[src/verilog/axi_pkg.sv]
package axi_pkg;

  typedef logic [31:0] addr_t;
  typedef logic [31:0] data_t;
  typedef logic [3:0]  strb_t;
  typedef logic [1:0]  resp_t;

  localparam resp_t RESP_OKAY   = 2'b00;
  localparam resp_t RESP_SLVERR = 2'b10;

  // read address
  typedef struct packed {
    addr_t addr;
  } ar_chan_t;

  // write address
  typedef struct packed {
    addr_t addr;
  } aw_chan_t;

  typedef struct packed {
    data_t data;
    strb_t strb;  // byte enables
  } w_chan_t;

  typedef struct packed {
    data_t data;
    resp_t resp;
  } r_chan_t;

  typedef struct packed {
    resp_t resp;
  } b_chan_t;

endpackage

[src/verilog/soc_map_pkg.sv]
package soc_map_pkg;

  localparam axi_pkg::addr_t CLINT_BASE_DEFAULT = 32'ha000_0000;
  localparam axi_pkg::addr_t CLINT_SIZE         = 32'h100;

  // mtime word offsets inside the clint window
  localparam logic [7:0] MTIME_LO_OFFSET = 8'h48;
  localparam logic [7:0] MTIME_HI_OFFSET = 8'h4c;

  typedef logic [0:0] master_id_t;  // 0 fetch, 1 load/store

  typedef enum logic [1:0] {
    ROUTE_IDLE,
    ROUTE_CLINT,
    ROUTE_EXT
  } route_t;

endpackage

[src/verilog/axi_arbiter.sv]
`timescale 1ns/10ps

module axi_arbiter (
  input  logic              clock,
  input  logic              reset,
  // master 0, instruction fetch
  input  logic              ar_valid_0,
  input  axi_pkg::ar_chan_t ar_0,
  output logic              ar_ready_0,
  output logic              r_valid_0,
  output axi_pkg::r_chan_t  r_0,
  input  logic              r_ready_0,
  input  logic              aw_valid_0,
  input  axi_pkg::aw_chan_t aw_0,
  output logic              aw_ready_0,
  input  logic              w_valid_0,
  input  axi_pkg::w_chan_t  w_0,
  output logic              w_ready_0,
  output logic              b_valid_0,
  output axi_pkg::b_chan_t  b_0,
  input  logic              b_ready_0,
  // master 1, load/store
  input  logic              ar_valid_1,
  input  axi_pkg::ar_chan_t ar_1,
  output logic              ar_ready_1,
  output logic              r_valid_1,
  output axi_pkg::r_chan_t  r_1,
  input  logic              r_ready_1,
  input  logic              aw_valid_1,
  input  axi_pkg::aw_chan_t aw_1,
  output logic              aw_ready_1,
  input  logic              w_valid_1,
  input  axi_pkg::w_chan_t  w_1,
  output logic              w_ready_1,
  output logic              b_valid_1,
  output axi_pkg::b_chan_t  b_1,
  input  logic              b_ready_1,
  // granted set
  output logic              g_ar_valid,
  output axi_pkg::ar_chan_t g_ar,
  input  logic              g_ar_ready,
  input  logic              g_r_valid,
  input  axi_pkg::r_chan_t  g_r,
  output logic              g_r_ready,
  output logic              g_aw_valid,
  output axi_pkg::aw_chan_t g_aw,
  input  logic              g_aw_ready,
  output logic              g_w_valid,
  output axi_pkg::w_chan_t  g_w,
  input  logic              g_w_ready,
  input  logic              g_b_valid,
  input  axi_pkg::b_chan_t  g_b,
  output logic              g_b_ready
);
  import soc_map_pkg::*;

  typedef enum logic [1:0] {
    ARB_IDLE,
    ARB_READ,
    ARB_WRITE
  } arb_state_t;

  arb_state_t state;
  master_id_t gnt;   // doubles as last granted once the bus is idle again
  master_id_t pick;
  logic [1:0] rd_req, wr_req, req;
  logic       rd_0, rd_1, wr_0, wr_1;
  logic       addr_done, data_done;
  logic       done;

  assign rd_req = {ar_valid_1, ar_valid_0};
  assign wr_req = {aw_valid_1 & w_valid_1, aw_valid_0 & w_valid_0};
  assign req    = rd_req | wr_req;
  assign pick   = (req[0] && req[1]) ? ~gnt : req[1];  // tie goes to the other one

  assign rd_0 = (state == ARB_READ) && (gnt == 1'b0);
  assign rd_1 = (state == ARB_READ) && (gnt == 1'b1);
  assign wr_0 = (state == ARB_WRITE) && (gnt == 1'b0);
  assign wr_1 = (state == ARB_WRITE) && (gnt == 1'b1);

  assign done = (state == ARB_READ && g_r_valid && g_r_ready) ||
                (state == ARB_WRITE && g_b_valid && g_b_ready);

  always_ff @(posedge clock) begin
    if (reset) begin
      state     <= ARB_IDLE;
      gnt       <= 1'b0;
      addr_done <= 1'b0;
      data_done <= 1'b0;
    end else if (state == ARB_IDLE) begin
      if (|req) begin
        gnt   <= pick;
        state <= rd_req[pick] ? ARB_READ : ARB_WRITE;  // read first
      end
    end else if (done) begin
      state     <= ARB_IDLE;
      addr_done <= 1'b0;
      data_done <= 1'b0;
    end else begin
      if ((g_ar_valid && g_ar_ready) || (g_aw_valid && g_aw_ready))
        addr_done <= 1'b1;
      if (g_w_valid && g_w_ready)
        data_done <= 1'b1;
    end
  end

  // downstream mux where each channel closes after its own handshake
  assign g_ar_valid = ((rd_0 && ar_valid_0) || (rd_1 && ar_valid_1)) && !addr_done;
  assign g_ar       = rd_0 ? ar_0 : (rd_1 ? ar_1 : '0);
  assign g_r_ready  = (rd_0 && r_ready_0) || (rd_1 && r_ready_1);
  assign g_aw_valid = ((wr_0 && aw_valid_0) || (wr_1 && aw_valid_1)) && !addr_done;
  assign g_aw       = wr_0 ? aw_0 : (wr_1 ? aw_1 : '0);
  assign g_w_valid  = ((wr_0 && w_valid_0) || (wr_1 && w_valid_1)) && !data_done;
  assign g_w        = wr_0 ? w_0 : (wr_1 ? w_1 : '0);
  assign g_b_ready  = (wr_0 && b_ready_0) || (wr_1 && b_ready_1);

  assign ar_ready_0 = rd_0 && !addr_done && g_ar_ready;
  assign r_valid_0  = rd_0 && g_r_valid;
  assign r_0        = rd_0 ? g_r : '0;
  assign aw_ready_0 = wr_0 && !addr_done && g_aw_ready;
  assign w_ready_0  = wr_0 && !data_done && g_w_ready;
  assign b_valid_0  = wr_0 && g_b_valid;
  assign b_0        = wr_0 ? g_b : '0;

  assign ar_ready_1 = rd_1 && !addr_done && g_ar_ready;
  assign r_valid_1  = rd_1 && g_r_valid;
  assign r_1        = rd_1 ? g_r : '0;
  assign aw_ready_1 = wr_1 && !addr_done && g_aw_ready;
  assign w_ready_1  = wr_1 && !data_done && g_w_ready;
  assign b_valid_1  = wr_1 && g_b_valid;
  assign b_1        = wr_1 ? g_b : '0;

  // a slave only answers the kind of transaction that holds the grant
  a_resp_matches_grant: assert property (@(posedge clock) disable iff (reset)
    (g_r_valid |-> state == ARB_READ) and (g_b_valid |-> state == ARB_WRITE));

  // no stale response left over when the next grant is taken
  a_resp_after_addr: assert property (@(posedge clock) disable iff (reset)
    (g_r_valid |-> addr_done) and (g_b_valid |-> addr_done && data_done));

endmodule

[src/verilog/axi_addr_router.sv]
`timescale 1ns/10ps

module axi_addr_router #(
  parameter axi_pkg::addr_t clint_base = soc_map_pkg::CLINT_BASE_DEFAULT
) (
  input  logic              clock,
  input  logic              reset,
  // granted set from the arbiter
  input  logic              g_ar_valid,
  input  axi_pkg::ar_chan_t g_ar,
  output logic              g_ar_ready,
  output logic              g_r_valid,
  output axi_pkg::r_chan_t  g_r,
  input  logic              g_r_ready,
  input  logic              g_aw_valid,
  input  axi_pkg::aw_chan_t g_aw,
  output logic              g_aw_ready,
  input  logic              g_w_valid,
  input  axi_pkg::w_chan_t  g_w,
  output logic              g_w_ready,
  output logic              g_b_valid,
  output axi_pkg::b_chan_t  g_b,
  input  logic              g_b_ready,
  // clint
  output logic              c_ar_valid,
  output axi_pkg::ar_chan_t c_ar,
  input  logic              c_ar_ready,
  input  logic              c_r_valid,
  input  axi_pkg::r_chan_t  c_r,
  output logic              c_r_ready,
  output logic              c_aw_valid,
  output axi_pkg::aw_chan_t c_aw,
  input  logic              c_aw_ready,
  output logic              c_w_valid,
  output axi_pkg::w_chan_t  c_w,
  input  logic              c_w_ready,
  input  logic              c_b_valid,
  input  axi_pkg::b_chan_t  c_b,
  output logic              c_b_ready,
  // external port
  output logic              e_ar_valid,
  output axi_pkg::ar_chan_t e_ar,
  input  logic              e_ar_ready,
  input  logic              e_r_valid,
  input  axi_pkg::r_chan_t  e_r,
  output logic              e_r_ready,
  output logic              e_aw_valid,
  output axi_pkg::aw_chan_t e_aw,
  input  logic              e_aw_ready,
  output logic              e_w_valid,
  output axi_pkg::w_chan_t  e_w,
  input  logic              e_w_ready,
  input  logic              e_b_valid,
  input  axi_pkg::b_chan_t  e_b,
  output logic              e_b_ready
);
  import axi_pkg::*;
  import soc_map_pkg::*;

  addr_t  dec_addr;
  route_t dec, route_q, route;
  logic   to_c, to_e;
  logic   addr_fire, resp_fire;

  assign dec_addr = g_ar_valid ? g_ar.addr : g_aw.addr;

  always_comb begin
    if (!g_ar_valid && !g_aw_valid)
      dec = ROUTE_IDLE;
    else if ((dec_addr - clint_base) < CLINT_SIZE)  // wraps below base
      dec = ROUTE_CLINT;
    else
      dec = ROUTE_EXT;
  end

  // latched route wins once the address has gone out
  assign route = (route_q != ROUTE_IDLE) ? route_q : dec;
  assign to_c  = (route == ROUTE_CLINT);
  assign to_e  = (route == ROUTE_EXT);

  assign addr_fire = (g_ar_valid && g_ar_ready) || (g_aw_valid && g_aw_ready);
  assign resp_fire = (g_r_valid && g_r_ready) || (g_b_valid && g_b_ready);

  always_ff @(posedge clock) begin
    if (reset || resp_fire)
      route_q <= ROUTE_IDLE;
    else if (addr_fire)
      route_q <= route;
  end

  assign c_ar_valid = to_c && g_ar_valid;
  assign c_ar       = to_c ? g_ar : '0;
  assign c_r_ready  = to_c && g_r_ready;
  assign c_aw_valid = to_c && g_aw_valid;
  assign c_aw       = to_c ? g_aw : '0;
  assign c_w_valid  = to_c && g_w_valid;
  assign c_w        = to_c ? g_w : '0;
  assign c_b_ready  = to_c && g_b_ready;

  assign e_ar_valid = to_e && g_ar_valid;
  assign e_ar       = to_e ? g_ar : '0;
  assign e_r_ready  = to_e && g_r_ready;
  assign e_aw_valid = to_e && g_aw_valid;
  assign e_aw       = to_e ? g_aw : '0;
  assign e_w_valid  = to_e && g_w_valid;
  assign e_w        = to_e ? g_w : '0;
  assign e_b_ready  = to_e && g_b_ready;

  assign g_ar_ready = (to_c && c_ar_ready) || (to_e && e_ar_ready);
  assign g_r_valid  = (to_c && c_r_valid) || (to_e && e_r_valid);
  assign g_r        = to_c ? c_r : (to_e ? e_r : '0);
  assign g_aw_ready = (to_c && c_aw_ready) || (to_e && e_aw_ready);
  assign g_w_ready  = (to_c && c_w_ready) || (to_e && e_w_ready);
  assign g_b_valid  = (to_c && c_b_valid) || (to_e && e_b_valid);
  assign g_b        = to_c ? c_b : (to_e ? e_b : '0);

  // a response only comes back after its address went out
  a_resp_after_addr: assert property (@(posedge clock) disable iff (reset)
    resp_fire |-> route_q != ROUTE_IDLE);

endmodule

[src/verilog/clint.sv]
`timescale 1ns/10ps

module clint #(
  parameter axi_pkg::addr_t clint_base = soc_map_pkg::CLINT_BASE_DEFAULT
) (
  input  logic              clock,
  input  logic              reset,
  input  logic              ar_valid,
  input  axi_pkg::ar_chan_t ar,
  output logic              ar_ready,
  output logic              r_valid,
  output axi_pkg::r_chan_t  r,
  input  logic              r_ready,
  input  logic              aw_valid,
  input  axi_pkg::aw_chan_t aw,
  output logic              aw_ready,
  input  logic              w_valid,
  input  axi_pkg::w_chan_t  w,
  output logic              w_ready,
  output logic              b_valid,
  output axi_pkg::b_chan_t  b,
  input  logic              b_ready
);
  import axi_pkg::*;
  import soc_map_pkg::*;

  typedef logic [63:0] mtime_t;

  mtime_t     mtime;
  data_t      rdata_q;
  logic [7:0] offset;
  logic       idle, ar_fire, wr_fire;

  assign idle     = !r_valid && !b_valid;
  assign ar_ready = idle;
  assign aw_ready = idle;
  assign w_ready  = idle;
  assign ar_fire  = ar_valid && idle;
  assign wr_fire  = aw_valid && w_valid && idle;  // aw and w arrive together

  assign offset = ar.addr[7:0] - clint_base[7:0];

  always_ff @(posedge clock) begin
    if (reset)
      mtime <= '0;
    else
      mtime <= mtime + 64'd1;
  end

  always_ff @(posedge clock) begin
    if (reset) begin
      r_valid <= 1'b0;
      b_valid <= 1'b0;
    end else begin
      if (ar_fire)
        r_valid <= 1'b1;
      else if (r_ready)
        r_valid <= 1'b0;
      if (wr_fire)
        b_valid <= 1'b1;  // mtime is read only
      else if (b_ready)
        b_valid <= 1'b0;
    end
  end

  always_ff @(posedge clock) begin
    if (ar_fire) begin
      case (offset)
        MTIME_LO_OFFSET: rdata_q <= mtime[31:0];
        MTIME_HI_OFFSET: rdata_q <= mtime[63:32];
        default:         rdata_q <= '0;
      endcase
    end
  end

  assign r = '{data: rdata_q, resp: RESP_OKAY};
  assign b = '{resp: RESP_SLVERR};

  // arbiter lets only one transaction through at a time
  a_one_resp: assert property (@(posedge clock) disable iff (reset)
    !(r_valid && b_valid));

endmodule

[src/verilog/soc_bus_top.sv]
`timescale 1ns/10ps

module soc_bus_top #(
  parameter axi_pkg::addr_t clint_base = soc_map_pkg::CLINT_BASE_DEFAULT
) (
  input  logic              clock,
  input  logic              reset,
  input  logic              ar_valid_0,
  input  axi_pkg::ar_chan_t ar_0,
  output logic              ar_ready_0,
  output logic              r_valid_0,
  output axi_pkg::r_chan_t  r_0,
  input  logic              r_ready_0,
  input  logic              aw_valid_0,
  input  axi_pkg::aw_chan_t aw_0,
  output logic              aw_ready_0,
  input  logic              w_valid_0,
  input  axi_pkg::w_chan_t  w_0,
  output logic              w_ready_0,
  output logic              b_valid_0,
  output axi_pkg::b_chan_t  b_0,
  input  logic              b_ready_0,
  input  logic              ar_valid_1,
  input  axi_pkg::ar_chan_t ar_1,
  output logic              ar_ready_1,
  output logic              r_valid_1,
  output axi_pkg::r_chan_t  r_1,
  input  logic              r_ready_1,
  input  logic              aw_valid_1,
  input  axi_pkg::aw_chan_t aw_1,
  output logic              aw_ready_1,
  input  logic              w_valid_1,
  input  axi_pkg::w_chan_t  w_1,
  output logic              w_ready_1,
  output logic              b_valid_1,
  output axi_pkg::b_chan_t  b_1,
  input  logic              b_ready_1,
  // external full AXI4 port
  input  logic              io_master_awready,
  output logic              io_master_awvalid,
  output logic [3:0]        io_master_awid,
  output logic [31:0]       io_master_awaddr,
  output logic [7:0]        io_master_awlen,
  output logic [2:0]        io_master_awsize,
  output logic [1:0]        io_master_awburst,
  input  logic              io_master_wready,
  output logic              io_master_wvalid,
  output logic [31:0]       io_master_wdata,
  output logic [3:0]        io_master_wstrb,
  output logic              io_master_wlast,
  output logic              io_master_bready,
  input  logic              io_master_bvalid,
  input  logic [3:0]        io_master_bid,
  input  logic [1:0]        io_master_bresp,
  input  logic              io_master_arready,
  output logic              io_master_arvalid,
  output logic [3:0]        io_master_arid,
  output logic [31:0]       io_master_araddr,
  output logic [7:0]        io_master_arlen,
  output logic [2:0]        io_master_arsize,
  output logic [1:0]        io_master_arburst,
  output logic              io_master_rready,
  input  logic              io_master_rvalid,
  input  logic [3:0]        io_master_rid,
  input  logic [31:0]       io_master_rdata,
  input  logic [1:0]        io_master_rresp,
  input  logic              io_master_rlast
);
  import axi_pkg::*;

  logic     g_ar_valid, g_ar_ready, g_r_valid, g_r_ready;
  logic     g_aw_valid, g_aw_ready, g_w_valid, g_w_ready, g_b_valid, g_b_ready;
  logic     c_ar_valid, c_ar_ready, c_r_valid, c_r_ready;
  logic     c_aw_valid, c_aw_ready, c_w_valid, c_w_ready, c_b_valid, c_b_ready;
  logic     e_ar_valid, e_ar_ready, e_r_valid, e_r_ready;
  logic     e_aw_valid, e_aw_ready, e_w_valid, e_w_ready, e_b_valid, e_b_ready;
  ar_chan_t g_ar, c_ar, e_ar;
  aw_chan_t g_aw, c_aw, e_aw;
  w_chan_t  g_w, c_w, e_w;
  r_chan_t  g_r, c_r, e_r;
  b_chan_t  g_b, c_b, e_b;

  axi_arbiter u_arbiter (.*);

  axi_addr_router #(.clint_base(clint_base)) u_router (.*);

  clint #(.clint_base(clint_base)) u_clint (
    .clock    (clock),
    .reset    (reset),
    .ar_valid (c_ar_valid),
    .ar       (c_ar),
    .ar_ready (c_ar_ready),
    .r_valid  (c_r_valid),
    .r        (c_r),
    .r_ready  (c_r_ready),
    .aw_valid (c_aw_valid),
    .aw       (c_aw),
    .aw_ready (c_aw_ready),
    .w_valid  (c_w_valid),
    .w        (c_w),
    .w_ready  (c_w_ready),
    .b_valid  (c_b_valid),
    .b        (c_b),
    .b_ready  (c_b_ready)
  );

  // single beat only, id 0
  assign io_master_arvalid = e_ar_valid;
  assign io_master_araddr  = e_ar.addr;
  assign io_master_arid    = 4'd0;
  assign io_master_arlen   = 8'd0;
  assign io_master_arsize  = 3'b010;
  assign io_master_arburst = 2'b01;  // INCR
  assign e_ar_ready        = io_master_arready;

  assign io_master_rready = e_r_ready;
  assign e_r_valid        = io_master_rvalid;
  assign e_r              = '{data: io_master_rdata, resp: io_master_rresp};

  assign io_master_awvalid = e_aw_valid;
  assign io_master_awaddr  = e_aw.addr;
  assign io_master_awid    = 4'd0;
  assign io_master_awlen   = 8'd0;
  assign io_master_awsize  = 3'b010;
  assign io_master_awburst = 2'b01;
  assign e_aw_ready        = io_master_awready;

  assign io_master_wvalid = e_w_valid;
  assign io_master_wdata  = e_w.data;
  assign io_master_wstrb  = e_w.strb;
  assign io_master_wlast  = 1'b1;
  assign e_w_ready        = io_master_wready;

  assign io_master_bready = e_b_ready;
  assign e_b_valid        = io_master_bvalid;
  assign e_b              = '{resp: io_master_bresp};

endmodule

[config.mk]
export PLATFORM = sky130hd
export DESIGN_NAME = soc_bus_top
export DESIGN_NICKNAME = d
export VERILOG_FILES = /design/src/verilog/axi_pkg.sv /design/src/verilog/soc_map_pkg.sv /design/src/verilog/axi_arbiter.sv /design/src/verilog/axi_addr_router.sv /design/src/verilog/clint.sv /design/src/verilog/soc_bus_top.sv
export SDC_FILE = /design/constraint.sdc
export NUM_CORES = 1
export LEC_CHECK = 0
export ABC_AREA = 0
export BUFFER_PORTS_ARGS = -buffer_cell sky130_fd_sc_hd__buf_2
export CAP_MARGIN = 20
export CORE_AREA = 3 3 186 188
export DETAILED_ROUTE_END_ITERATION = 16
export DIE_AREA = 0 0 189 191
export PLACE_DENSITY = 0.57
export SYNTH_ARGS = -nofsm -noshare
export SYNTH_HDL_FRONTEND = slang
export SYNTH_SLANG_ARGS = --single-unit
[constraint.sdc]
create_clock -name clock -period 8.5 [get_ports clock]
set_clock_uncertainty 0.15 [all_clocks]
set_input_delay 0.85 -clock clock [delete_from_list [all_inputs] [get_ports clock]]
set_output_delay 0.85 -clock clock [all_outputs]
set_load 0.03 [all_outputs]
[After elaboration in Yosys (flattened, before gate mapping)]
Cells that the tools add are included.
Cells by class
  multiplexer cells: 38
  reductions and logical operators: 98
  $lt $le $gt $ge: 2
  $add $sub $neg: 2
  multipliers: 0
  shift-type cells: 0
  div/mod/pow operators: 0
  bitwise gates (word level): 5
  eq/ne operators: 7
Operators with widths (count)
  two-way mux 32 bit: 7
  two-way mux 34 bit: 4
  two-way mux 36 bit: 3
  logical AND 1 bit: 66
  adder 64 x 1 -> 64 bit (second input constant): 1
  one-hot mux 32 bit (2 select lines): 1
  less-than comparator 32 x 9 -> 1 bit (second input constant): 1
  subtractor 32 bit (second input constant): 1
  two-way mux 2 bit: 11
  == test 8 x 7 -> 1 bit (second input constant): 2
  logical OR 1 bit: 14
  nonzero test 2 bit: 6
  two-way mux 1 bit: 11
  two-way mux 8 bit: 1
  AND reduction 2 bit: 4
  zero test 1 bit: 6
  == test 2 x 1 -> 1 bit (second input constant): 2
  == test 2 bit (second input constant): 2
  AND 1 bit: 2
  zero test 2 bit: 1
  less-than comparator 1 x 2 -> 1 bit (second input constant): 1
  inequality test 2 bit (second input constant): 1
  inverter 1 bit: 2
  OR 2 bit: 1
  OR reduction 2 bit: 1
Storage, ports and cells
  memory bits (read-only): 0
  output and inout port bits: 222
  memories: 0
  bits in latches: 0
  flip-flop bits (word level): 105
  logic and storage cells: 161
  input port bits: 262
  RAM bits: 0

[Longest topological paths before layout]
Gate-level depths: netlist (run 1).
  word-level depth: 19
  mapped depth: 18
  mapped depth without buffers: 12

[Hierarchy]
Synthesis (run 1) repeated with hierarchy kept, for this count alone.
Unflattened totals
  cells, all modules: 1112
  area total of the unflattened synthesis: 9178.8 um^2
By module, submodules not included
  clint: instances 1, cells each 474, seq. area each 2282.2 um^2, area each 4563.1 um^2
  axi_addr_router: instances 1, cells each 335, seq. area each 40.0 um^2, area each 2279.7 um^2
  axi_arbiter: instances 1, cells each 266, seq. area each 100.1 um^2, area each 2065.7 um^2
  soc_bus_top: instances 1, cells each 37, seq. area each 0.0 um^2, area each 270.3 um^2

[Least setup slack after synthesis (run 1)]
OpenSTA, ideal clock, no wires.
  path kind: reg-to-output
  from: register u_arbiter.gnt
  to: output port aw_ready_0
  path buffers: 5
  data arrival time: 3966 ps
  slack: 3534 ps
  stages on the path, launching flop included: 16
  cells stage by stage: dfxtp_1 -> buf_4 -> buf_4 -> buf_4 -> clkbuf_1 -> clkbuf_1 -> mux2i_1 -> o32a_1 -> ha_1 -> o21ai_1 -> a2111oi_2 -> o22ai_1 -> o41ai_2 -> nand2_1 -> a21boi_2 -> nor4_1
Between the ends
  cells in the longest elaborated chain, start to end: 15
  elaborated cells on any way between the ends: 33
  those cells by class: add/sub (1); order compare (1); eq/ne (2); mux (8); bitwise (1); reduce/logical (20)
RTL lines
  start, declared: RTL line axi_arbiter.sv:64  | master_id_t gnt;
  start signal, assigned: RTL line axi_arbiter.sv:92  | gnt <= pick;
  inverter 1 bit: RTL line axi_arbiter.sv:76, axi_arbiter.sv:78
  logical AND 1 bit: RTL line axi_arbiter.sv:76  | assign rd_0 = (state == ARB_READ) && (gnt == 1'b0);
  logical AND 1 bit: RTL line axi_arbiter.sv:108  | assign g_ar_valid = ((rd_0 && ar_valid_0) || (rd_1 && ar_valid_1)) && !addr_done;
  logical OR 1 bit: RTL line axi_arbiter.sv:108
  logical AND 1 bit: RTL line axi_arbiter.sv:108
  two-way mux 32 bit: RTL line axi_addr_router.sv:65  | assign dec_addr = g_ar_valid ? g_ar.addr : g_aw.addr;
  subtractor 32 bit: RTL line axi_addr_router.sv:70  | else if ((dec_addr - clint_base) < CLINT_SIZE)
  less-than comparator 32 x 9 -> 1 bit: RTL line axi_addr_router.sv:70
  two-way mux 2 bit: RTL line axi_addr_router.sv:70
  two-way mux 2 bit: RTL line axi_addr_router.sv:68  | if (!g_ar_valid && !g_aw_valid)
  two-way mux 2 bit: RTL line axi_addr_router.sv:77  | assign route = (route_q != ROUTE_IDLE) ? route_q : dec;
  == test 2 x 1 -> 1 bit or == test 2 bit (tied branches): RTL line axi_addr_router.sv:78, axi_addr_router.sv:79
  logical AND 1 bit: RTL line axi_addr_router.sv:112  | assign g_aw_ready = (to_c && c_aw_ready) || (to_e && e_aw_ready);
  logical OR 1 bit: RTL line axi_addr_router.sv:112
  logical AND 1 bit (*): RTL line axi_arbiter.sv:120  | assign aw_ready_0 = wr_0 && !addr_done && g_aw_ready;
  end, declared: RTL line soc_bus_top.sv:16  | output logic aw_ready_0,
Every way passes the cells marked *; elsewhere a longest branch is shown, timed or not.

[Final worst setup path (run 1)]
  from: register u_arbiter.gnt
  to: output port io_master_araddr[3]
Between the ends
  cells in the longest elaborated chain, start to end: 13
  elaborated cells on any way between the ends: 28
  those cells by class: add/sub (1); order compare (1); eq/ne (1); mux (9); bitwise (1); reduce/logical (15)
RTL lines
  inverter 1 bit: RTL line axi_arbiter.sv:76, axi_arbiter.sv:78
  logical AND 1 bit: RTL line axi_arbiter.sv:76
  logical AND 1 bit: RTL line axi_arbiter.sv:108
  logical OR 1 bit: RTL line axi_arbiter.sv:108
  logical AND 1 bit: RTL line axi_arbiter.sv:108
  two-way mux 32 bit: RTL line axi_addr_router.sv:65
  subtractor 32 bit: RTL line axi_addr_router.sv:70
  less-than comparator 32 x 9 -> 1 bit: RTL line axi_addr_router.sv:70
  two-way mux 2 bit: RTL line axi_addr_router.sv:70
  two-way mux 2 bit: RTL line axi_addr_router.sv:68
  two-way mux 2 bit: RTL line axi_addr_router.sv:77
  == test 2 bit: RTL line axi_addr_router.sv:79  | assign to_e = (route == ROUTE_EXT);
  two-way mux 32 bit (*): RTL line axi_addr_router.sv:101  | assign e_ar = to_e ? g_ar : '0;
  end, declared: RTL line soc_bus_top.sv:58  | output logic [31:0] io_master_araddr,
Marks and branches as above.

==> impl_metrics.py, run 1 <==
metrics = {
    "setup_path": {
        "timing.critical_path.arrival_ps": 5270,
        "max_stage_delay_ps": 730,
        "timing.critical_path.cells": "buf_4, mux2_2, nand2_1, o22a_1, ha_1, o21ai_1, a2111oi_2, o22ai_1, nor2_2, o31ai_4, buf_4, nand2_1, buf_8, a21oi_1, buf_2",
        "startpoint_type_of_the_worst_setup_path": "flip-flop",
        "slowest_stage": "sky130_fd_sc_hd__dfxtp_4",
        "rrSetupSlack_ps": 3230,
        "setup.worst_path.end_class": "output port",
        "timing.critical_path.required_ps": 7500,
        "worst-path-max-fanout": 41,
        "crit_type": "reg2out",
    },
    "grt": {
        "grt_pass1_vias": 7998,
        "grtUsageTotal_pct": 17.6,
        "grt_antenna_before_repair": 4,
        "grt_start_max_net_pins": 70,
        "wire_length_of_the_first_global_routing_pass_um": 48500,
        "global_route.overflow_total": 0,
    },
    "cells_and_area": {
        "area_growth_syn_to_layout_pct": 35.8,
        "drive_gt1_share_pct": 34.5,
        "num-nets-final": 1665,
        "stdcell_count": 1857,
    },
    "synth": {
        "synth_top_area_share_pct": 19.1,
        "synth_seq_cells": 105,
        "synth-warning-count": 0,
        "synth-edff-count": 32,
        "top_cells_by_area_synth": "sky130_fd_sc_hd__dfxtp_1, sky130_fd_sc_hd__mux2i_1, sky130_fd_sc_hd__edfxtp_1",
        "synth.yosys.seq_area_share_pct": 31.7,
        "ys_top_cells_by_count": "sky130_fd_sc_hd__nor2_1, sky130_fd_sc_hd__nand2_1, sky130_fd_sc_hd__mux2i_1",
        "postSynthAreaPerCell_um2": 7.61,
        "synth_top_cell_by_area": "sky130_fd_sc_hd__dfxtp_1",
        "async_reset_ff_share_pct": 0,
        "netlist_instances": 1005,
        "netlist_area_mm2": 0.00764,
        "yosys.cell_types.count": 61,
        "synth_most_common_cell": "sky130_fd_sc_hd__nor2_1",
        "dominantRegCellSynth": "sky130_fd_sc_hd__dfxtp_1",
    },
    "floorplan": {
        "initial_core_util_pct": 23.0,
        "std_cell_rows": 67,
        "floorplan.io_pins": 484,
        "die_height_um": 191,
        "die_width_um": 189,
        "placeableCoreArea_mm2": 0.0333,
        "die_area_mm2": 0.0361,
    },
    "timing": {
        "final-hold-violation-count": 0,
        "fin_crit_ps": 6270,
        "unrepaired_setup_endpoints_after_global_routing": "no",
        "maxSlewHeadroom_pct": 33.0,
        "final-setup-viol-count": 0,
        "maxClockFrequency_mhz": 160,
        "tightest_slew_ps": 1000,
        "period_utilization_pct": 73.8,
        "drv_slew": 0,
        "post_route_setup_tns_ps": 0,
    },
    "placement": {
        "detailedPlacementHpwl_um": 27500,
        "place_inst": 1837,
        "globalplace.congestion": 0.978,
        "io_buffers": 439,
    },
    "clocking": {
        "cells_resized_by_post_cts_repair": 0,
        "postCtsSetupRepairBufs": 0,
        "worst_skew_pair.late_latency_ps": 350,
        "clock_root_buffer": "sky130_fd_sc_hd__clkbuf_16",
        "cts_htree_levels": 3,
        "numCtsBuffers": 9,
        "tritoncts": "yes",
        "clk_pin_slew_worst_paths_ps": 70,
        "numClockSinks": 105,
        "cts-hold-fix-buffers": 0,
        "cts_max_path_buffers": 2,
    },
    "worst_hold_path": {
        "hold_path_class": "reg2reg",
    },
    "drt": {
        "vias": 8524,
        "m1WireLength_um": 14000,
        "detail-route-antenna-nets": 0,
        "met2WireLength_um": 17400,
        "vias_per_std_cell": 4.59,
        "drc": 0,
        "wl_per_cell_um": 18.3,
        "met3RoutedLength_um": 1840,
        "first_pass_iters": 5,
        "drt_iter0_drc": 546,
        "highest-signal-layer": "met4",
        "finalWirelength_um": 34000,
    },
    "pwr": {
        "power.leakage_nw": 4.58,
        "pwr_density_cell_mw_per_mm2": 130,
        "finalPower_mw": 1.35,
        "peakVddDrop_v": 0.0000943,
    },
    "status": {
        "outcome": "finished clean",
    },
    "job": {
        "max-cap-violations": 0,
    },
}
[placed cells by master (no fill, tap or decap), types with 13 or more instances in the layout]
cell / instances
sky130_fd_sc_hd__buf_2: 439
sky130_fd_sc_hd__nor3_1: 25
sky130_fd_sc_hd__dfxtp_1: 72
sky130_fd_sc_hd__a21oi_1: 50
sky130_fd_sc_hd__mux2i_1: 100
sky130_fd_sc_hd__conb_1: 35
sky130_fd_sc_hd__edfxtp_1: 32
sky130_fd_sc_hd__nand2_1: 114
sky130_fd_sc_hd__nor2_1: 245
sky130_fd_sc_hd__nand3_1: 27
sky130_fd_sc_hd__a22oi_1: 34
sky130_fd_sc_hd__xor2_1: 42
sky130_fd_sc_hd__and3_1: 13
sky130_fd_sc_hd__nor4_1: 18
[worst max-delay path: cells and delay by family, from the launching register on]
kind            cells  cell delay, ps
buf+inv             4            1640
compound gates      6            1030
simple gates        3             820
flops               1             730
mux                 1             440
fa+ha+maj           1             230
[final timing paths]
kind | startpoint | endpoint | cells after the start
max reg2reg | u_arbiter.gnt | u_clint.rdata_q[12] | 12
min | u_clint.mtime[0] | u_clint.mtime[0] | 1
min reg2reg | u_clint.mtime[0] | u_clint.mtime[0] | 1
max | u_arbiter.gnt | io_master_araddr[3] | 15
[per-stage QoR]
stage / setup slack, ps / utilization [%] / hold WS [ps] / instance area [um^2]
after floorplan: 3530 / - / 276 / 7770
after global placement: 2390 / 30.3 / 291 / 10100
after detailed placement: 2270 / 30.3 / 307 / 10100
after CTS: 1990 / 31.1 / 324 / 10400
after global routing: 1890 / 31.2 / 337 / 10400
final: 2230 / 31.2 / 318 / 10400
[metal layers]
layer,global-route usage (%),vias to the layer above
met5,0,-
met4,5.21,0
met3,3.14,30
met2,31.8,275
met1,21.2,4030
li1,-,4189
[state kept, by name (all words and copies together), names as in the netlist]
name and flops:
u_clint.mtime 64, u_clint.rdata_q 32, u_arbiter.state 2, u_router.route_q 2, u_arbiter.addr_done 1, u_arbiter.data_done 1, u_arbiter.gnt 1, u_clint.b_valid 1
u_clint.r_valid 1
[area by class of cell]
class	instances	area [um^2]
multi-input cells	821	4760
inverters	12	45.0
well taps	448	561
clock buffers	13	260
fillers	3612	22900
diodes	3	7.51
repair buffers	452	2300
clock inverters	3	15.0
flip-flops and latches	105	2430
[power breakdown]
part,leakage [nW],switching [mW],internal (mW)
combinational,3.48,0.277,0.150
clock,0.139,0.176,0.214
sequential,0.957,0.0167,0.517
total,4.58,0.470,0.880
[logic make-up (layout without fill, tap and decap cells)]
group           count (synthesis)  count (layout)  synth area share, %
simple gates                  498             498                 28.7
compound gates                128             128                 11.4
buf+inv                       112             480                 7.89
flops                         105             105                 31.7
mux                           104             104                 13.7
xor+xnor                       54              54                 6.19
fa+ha+maj                       2               2                0.327
other cells                     2              38               0.0982
(Power assumes the default switching activity.)
==> inputs of run 2 (changes only) <==
Clock period 8.5 ns to 6.4 ns, I/O delays scaled along.
==> run 2 against run 1 <==
First-iteration DRC count shrank 3.8%. Worst setup slack worse by 1400 ps. Design area is 0.39% higher. Die area unchanged. Clock power rose by 49%. Hold slack worse by 1.8 ps. Cell count is 0.11% lower. Sequential share of layout area down 0.090 points.
==> impl_metrics.py, run 2 (synthesized netlist as in run 1, its figures left out) <==
metrics = {
    "timing": {
        "period_utilization_pct": 87.3,
        "tightest_slew_ps": 992,
        "drv_slew": 0,
        "final-setup-viol-count": 0,
        "maxClockFrequency_mhz": 179,
        "final-hold-violation-count": 0,
        "fin_crit_ps": 5590,
        "unrepaired_setup_endpoints_after_global_routing": "no",
        "final_critical_path_setup_slack_ps": 810,
        "maxSlewHeadroom_pct": 33.7,
        "post_route_setup_tns_ps": 0,
    },
    "drt": {
        "drc": 0,
        "wl_per_cell_um": 18.2,
        "finalWirelength_um": 33700,
        "first_pass_iters": 5,
        "vias_per_std_cell": 4.60,
        "vias": 8528,
        "drt_iter0_drc": 525,
        "detail-route-antenna-nets": 0,
    },
    "placement": {
        "setup_ws_pre_cts_ps": 1120,
        "io_buffers": 439,
        "globalplace.congestion": 0.955,
        "detailedPlacementHpwl_um": 27100,
    },
    "floorplan": {
        "die_area_mm2": 0.0361,
        "placeableCoreArea_mm2": 0.0333,
        "floorplan.io_pins": 484,
        "die_width_um": 189,
        "initial_core_util_pct": 23.0,
        "die_height_um": 191,
        "std_cell_rows": 67,
    },
    "cells_and_area": {
        "layout.cells.most_common_list": "sky130_fd_sc_hd__buf_2, sky130_fd_sc_hd__nor2_1, sky130_fd_sc_hd__nand2_1, sky130_fd_sc_hd__mux2i_1, sky130_fd_sc_hd__dfxtp_1",
        "antenna-diode-count": 0,
        "num-nets-final": 1666,
        "top_regs": "u_clint.mtime (64), u_clint.rdata_q (32)",
        "area_growth_syn_to_layout_pct": 36.3,
        "drive_gt1_share_pct": 34.5,
        "largest_reg_flops": 64,
        "max_flop_register": "u_clint.mtime",
        "most_frequent_standard_cell_in_the_layout_excluding_fill_and_tap_cells": "sky130_fd_sc_hd__buf_2",
    },
    "pwr": {
        "pwr_density_cell_mw_per_mm2": 179,
        "peakVddDrop_v": 0.000108,
        "power.leakage_nw": 4.60,
    },
    "clocking": {
        "cts-hold-fix-buffers": 0,
        "clk_pin_slew_worst_paths_ps": 70,
        "worst_skew_pair.late_latency_ps": 340,
        "postCtsSetupRepairBufs": 0,
        "tritoncts": "yes",
        "cts_htree_levels": 3,
        "numCtsBuffers": 9,
        "clock_root_buffer": "sky130_fd_sc_hd__clkbuf_16",
        "cells_resized_by_post_cts_repair": 0,
        "numClockSinks": 105,
        "cts_max_path_buffers": 2,
    },
    "grt": {
        "global_route.overflow_total": 0,
        "grtUsageTotal_pct": 17.4,
        "grt_start_max_net_pins": 100,
        "grt_antenna_before_repair": 1,
        "wire_length_of_the_first_global_routing_pass_um": 48600,
        "grt_pass1_vias": 8066,
    },
    "setup_path": {
        "startpoint_type_of_the_worst_setup_path": "flip-flop",
        "worst-r2r-cell-count": 10,
        "timing.critical_path.required_ps": 5610,
        "crit_type": "reg2out",
        "timing.critical_path.arrival_ps": 4800,
        "worst-path-max-fanout": 41,
        "setup.worst_path.end_class": "output port",
    },
    "status": {
        "outcome": "finished clean",
    },
    "worst_hold_path": {
        "min_path_cells": 1,
        "hold_path_class": "reg2reg",
    },
    "job": {
        "max-cap-violations": 0,
    },
}
-- run 2: changes by cell type in the layout (fill, tap and decap cells not counted), sizes merged --
cell	previous run	this run
diode	3	0
bufinv	0	2
clkbuf	13	11
clkinv	3	1
inv	12	14
buf	452	453
-- run 2: per-stage QoR --
step	instance area, um^2	hold slack, ps	std cells	total power, mW	util (%)
5_1_grt	10400	337	1855	1.95	31.3
4_1_cts	10400	316	1855	1.88	31.3
3_3_place_gp	10100	291	1839	1.29	30.4
6_report	10400	317	1855	1.86	31.3
2_1_floorplan	7770	276	1038	1.10	-
3_5_place_dp	10100	302	1839	1.29	30.4
-- run 2: worst paths after layout --
path | start | end | slack, ps
worst min-delay path | u_clint.mtime[0] | u_clint.mtime[0] | 320
worst max register to register | u_arbiter.state[0] | u_clint.rdata_q[12] | 1870
worst min register to register | u_clint.mtime[0] | u_clint.mtime[0] | 320
worst max-delay path | u_arbiter.state[0] | w_ready_1 | 810
-- run 2: layout make-up --
cell class                      instances  area [um^2]
Timing Repair Buffer                  453         2310
Multi-Input combinational cell        821         4760
Clock buffer                           11          233
Sequential cell                       105         2430
Fill cell                            3682        22900
Clock inverter                          5         77.6
Inverter                               12         45.0
Tap cell                              448          561
-- run 2: per-layer routing --
metal / wire length, um / GRT usage [%] / vias to the layer above
met4: 620 / 4.33 / 0
li1: - / - / 4203
met3: 1420 / 2.07 / 28
met2: 17200 / 31.6 / 246
met5: 0 / 0 / -
met1: 14500 / 22.0 / 4051
-- run 2: power breakdown --
group / internal (mW) / switching, mW
Sequential: 0.686 / 0.00771
Combinational: 0.201 / 0.384
Clock: 0.343 / 0.239
Total: 1.23 / 0.631
-- run 2: critical path, cell delays in order (launching register included) --
cell and delay [ps]:
sky130_fd_sc_hd__dfxtp_1 480, sky130_fd_sc_hd__nand2b_1 260, sky130_fd_sc_hd__or3_1 600, sky130_fd_sc_hd__o32a_1 440, sky130_fd_sc_hd__ha_1 320, sky130_fd_sc_hd__o21ai_1 130
sky130_fd_sc_hd__a2111oi_2 70, sky130_fd_sc_hd__o22ai_1 370, sky130_fd_sc_hd__nor2_2 120, sky130_fd_sc_hd__o31ai_4 210, sky130_fd_sc_hd__buf_4 490, sky130_fd_sc_hd__a21boi_0 240
sky130_fd_sc_hd__nor3_1 400, sky130_fd_sc_hd__buf_2 300
==> inputs of run 3 (changes only) <==
Settings changed: MAX_ROUTING_LAYER set to met4.
==> run 3 against run 2 <==
Largest cell class unchanged. Register-to-register slack gained 40 ps. First-iteration DRC count up 4.8%. Clock power is 4.5% lower. Critical path depth is the same. Largest power group unchanged. Critical path type unchanged.
==> impl_metrics.py, run 3 (synthesized netlist as in run 1, its figures left out) <==
metrics = {
    "status": {
        "outcome": "finished clean",
    },
    "clocking": {
        "cells_resized_by_post_cts_repair": 0,
        "clock_root_buffer": "sky130_fd_sc_hd__clkbuf_16",
        "cts-hold-fix-buffers": 0,
        "clk_pin_slew_worst_paths_ps": 70,
        "cts_htree_levels": 3,
        "tritoncts": "yes",
        "numCtsBuffers": 9,
        "numClockSinks": 105,
        "postCtsSetupRepairBufs": 0,
        "cts_max_path_buffers": 2,
        "worst_skew_pair.late_latency_ps": 340,
    },
    "setup_path": {
        "timing.critical_path.arrival_ps": 4680,
        "timing.critical_path.cells": "nand2b_1, or3_1, o32a_1, ha_1, o21ai_1, a2111oi_2, o22ai_1, nor2_2, o31ai_4, nand2_2, buf_4, nor2_1, buf_2",
        "startpoint_type_of_the_worst_setup_path": "flip-flop",
        "top_delay_family_on_crit_path": "simple AND/OR/NAND/NOR gates",
        "crit_type": "reg2out",
        "levels_on_crit_path": 13,
        "worst-path-buf-inv": 2,
        "max_stage_delay_ps": 600,
        "worst-path-max-fanout": 36,
        "timing.critical_path.required_ps": 5610,
        "setup.worst_path.end_class": "output port",
        "worst-r2r-cell-count": 10,
        "slowest_stage": "sky130_fd_sc_hd__or3_1",
    },
    "cells_and_area": {
        "stdcell_count": 1858,
        "top_regs": "u_clint.mtime (64), u_clint.rdata_q (32)",
        "num-nets-final": 1666,
        "max_flop_register": "u_clint.mtime",
        "drive_gt1_share_pct": 34.5,
        "final_design_area_no_fill_mm2": 0.0104,
        "layout.core_utilization_pct": 31.3,
        "largest_reg_flops": 64,
        "area_growth_syn_to_layout_pct": 36.3,
        "layout.cells.most_common_list": "sky130_fd_sc_hd__buf_2, sky130_fd_sc_hd__nor2_1, sky130_fd_sc_hd__nand2_1, sky130_fd_sc_hd__mux2i_1, sky130_fd_sc_hd__dfxtp_1",
        "most_frequent_standard_cell_in_the_layout_excluding_fill_and_tap_cells": "sky130_fd_sc_hd__buf_2",
    },
    "drt": {
        "drc": 0,
        "vias": 8496,
        "wl_per_cell_um": 18.1,
        "finalWirelength_um": 33700,
        "detail-route-antenna-nets": 0,
        "vias_per_std_cell": 4.57,
        "first_pass_iters": 5,
        "drt_iter0_drc": 550,
    },
    "job": {
        "max-cap-violations": 0,
    },
    "grt": {
        "grt_pass1_vias": 7906,
        "wire_length_of_the_first_global_routing_pass_um": 48100,
        "grt_antenna_before_repair": 4,
        "grtUsageTotal_pct": 17.8,
        "global_route.overflow_total": 0,
        "grt_start_max_net_pins": 100,
    },
    "timing": {
        "final-setup-viol-count": 0,
        "maxSlewHeadroom_pct": 36.9,
        "drv_slew": 0,
        "final_critical_path_setup_slack_ps": 928,
        "hold_ws_ps": 315,
        "maxClockFrequency_mhz": 183,
        "fin_crit_ps": 5470,
        "tightest_slew_ps": 944,
        "final-hold-violation-count": 0,
        "period_utilization_pct": 85.5,
        "post_route_setup_tns_ps": 0,
        "unrepaired_setup_endpoints_after_global_routing": "no",
    },
    "worst_hold_path": {
        "min_path_cells": 1,
        "hold_path_class": "reg2reg",
    },
    "floorplan": {
        "initial_core_util_pct": 23.0,
        "floorplan.io_pins": 484,
        "placeableCoreArea_mm2": 0.0333,
        "die_width_um": 189,
        "die_height_um": 191,
        "std_cell_rows": 67,
        "die_area_mm2": 0.0361,
    },
    "placement": {
        "detailedPlacementHpwl_um": 27100,
        "globalplace.congestion": 0.984,
        "io_buffers": 439,
        "setup_ws_pre_cts_ps": 1160,
        "dpl-instance-area_mm2": 0.0101,
        "place_inst": 1839,
    },
    "pwr": {
        "pwr_density_cell_mw_per_mm2": 176,
        "comb_power_share_pct": 31.9,
        "total_switching_power_mw": 0.626,
        "power.leakage_nw": 4.59,
        "peakVddDrop_v": 0.000116,
        "internal_power_mw": 1.21,
        "power.sequential.fraction_pct": 37.8,
        "finalPower_mw": 1.84,
        "power_frac_clock_pct": 30.3,
        "switching_share_pct": 34.1,
    },
}
[run 3: cell count changes in the layout (fill, tap and decap cells not counted), sizes merged]
| cell | change |
|---|---|
| bufinv | -2 |
| clkbuf | +3 |
| inv | -2 |
| clkinv | +1 |
| diode | +3 |
[run 3: final timing paths]
kind / slack (ps) / endpoint / startpoint
setup / recovery: 930 / io_master_wdata[26] / u_arbiter.state[0]
hold reg to reg: 320 / u_clint.mtime[0] / u_clint.mtime[0]
setup reg to reg: 1910 / u_clint.rdata_q[9] / u_arbiter.state[0]
hold / removal: 320 / u_clint.mtime[0] / u_clint.mtime[0]
[run 3: area by class of cell]
| type | instances | area, um^2 |
|---|---|---|
| Clock inverter | 2 | 8.76 |
| Inverter | 12 | 45.0 |
| Timing Repair Buffer | 453 | 2310 |
| Sequential cell | 105 | 2430 |
| Antenna cell | 3 | 7.51 |
| Clock buffer | 14 | 297 |
| Fill cell | 3612 | 22900 |
| Tap cell | 448 | 561 |
| Multi-Input combinational cell | 821 | 4760 |
[run 3: power by group through the flow]
stage | Clock, mW | Combinational [mW] | Sequential, mW
after CTS | 0.570 | 0.584 | 0.694
final | 0.556 | 0.585 | 0.694
after global placement | 0 | 0.579 | 0.708
after global routing | 0.600 | 0.629 | 0.695
after floorplan | 0 | 0.397 | 0.704
after detailed placement | 0 | 0.582 | 0.709
[run 3: per-layer routing]
metal | global-route usage (%) | share of wire, % | up-vias
li1 | - | - | 4199
met1 | 21.6 | 43 | 4022
met2 | 31.4 | 51 | 247
met3 | 1.91 | 4.3 | 28
met4 | 4.81 | 1.7 | 0
met5 | - | 0 | -
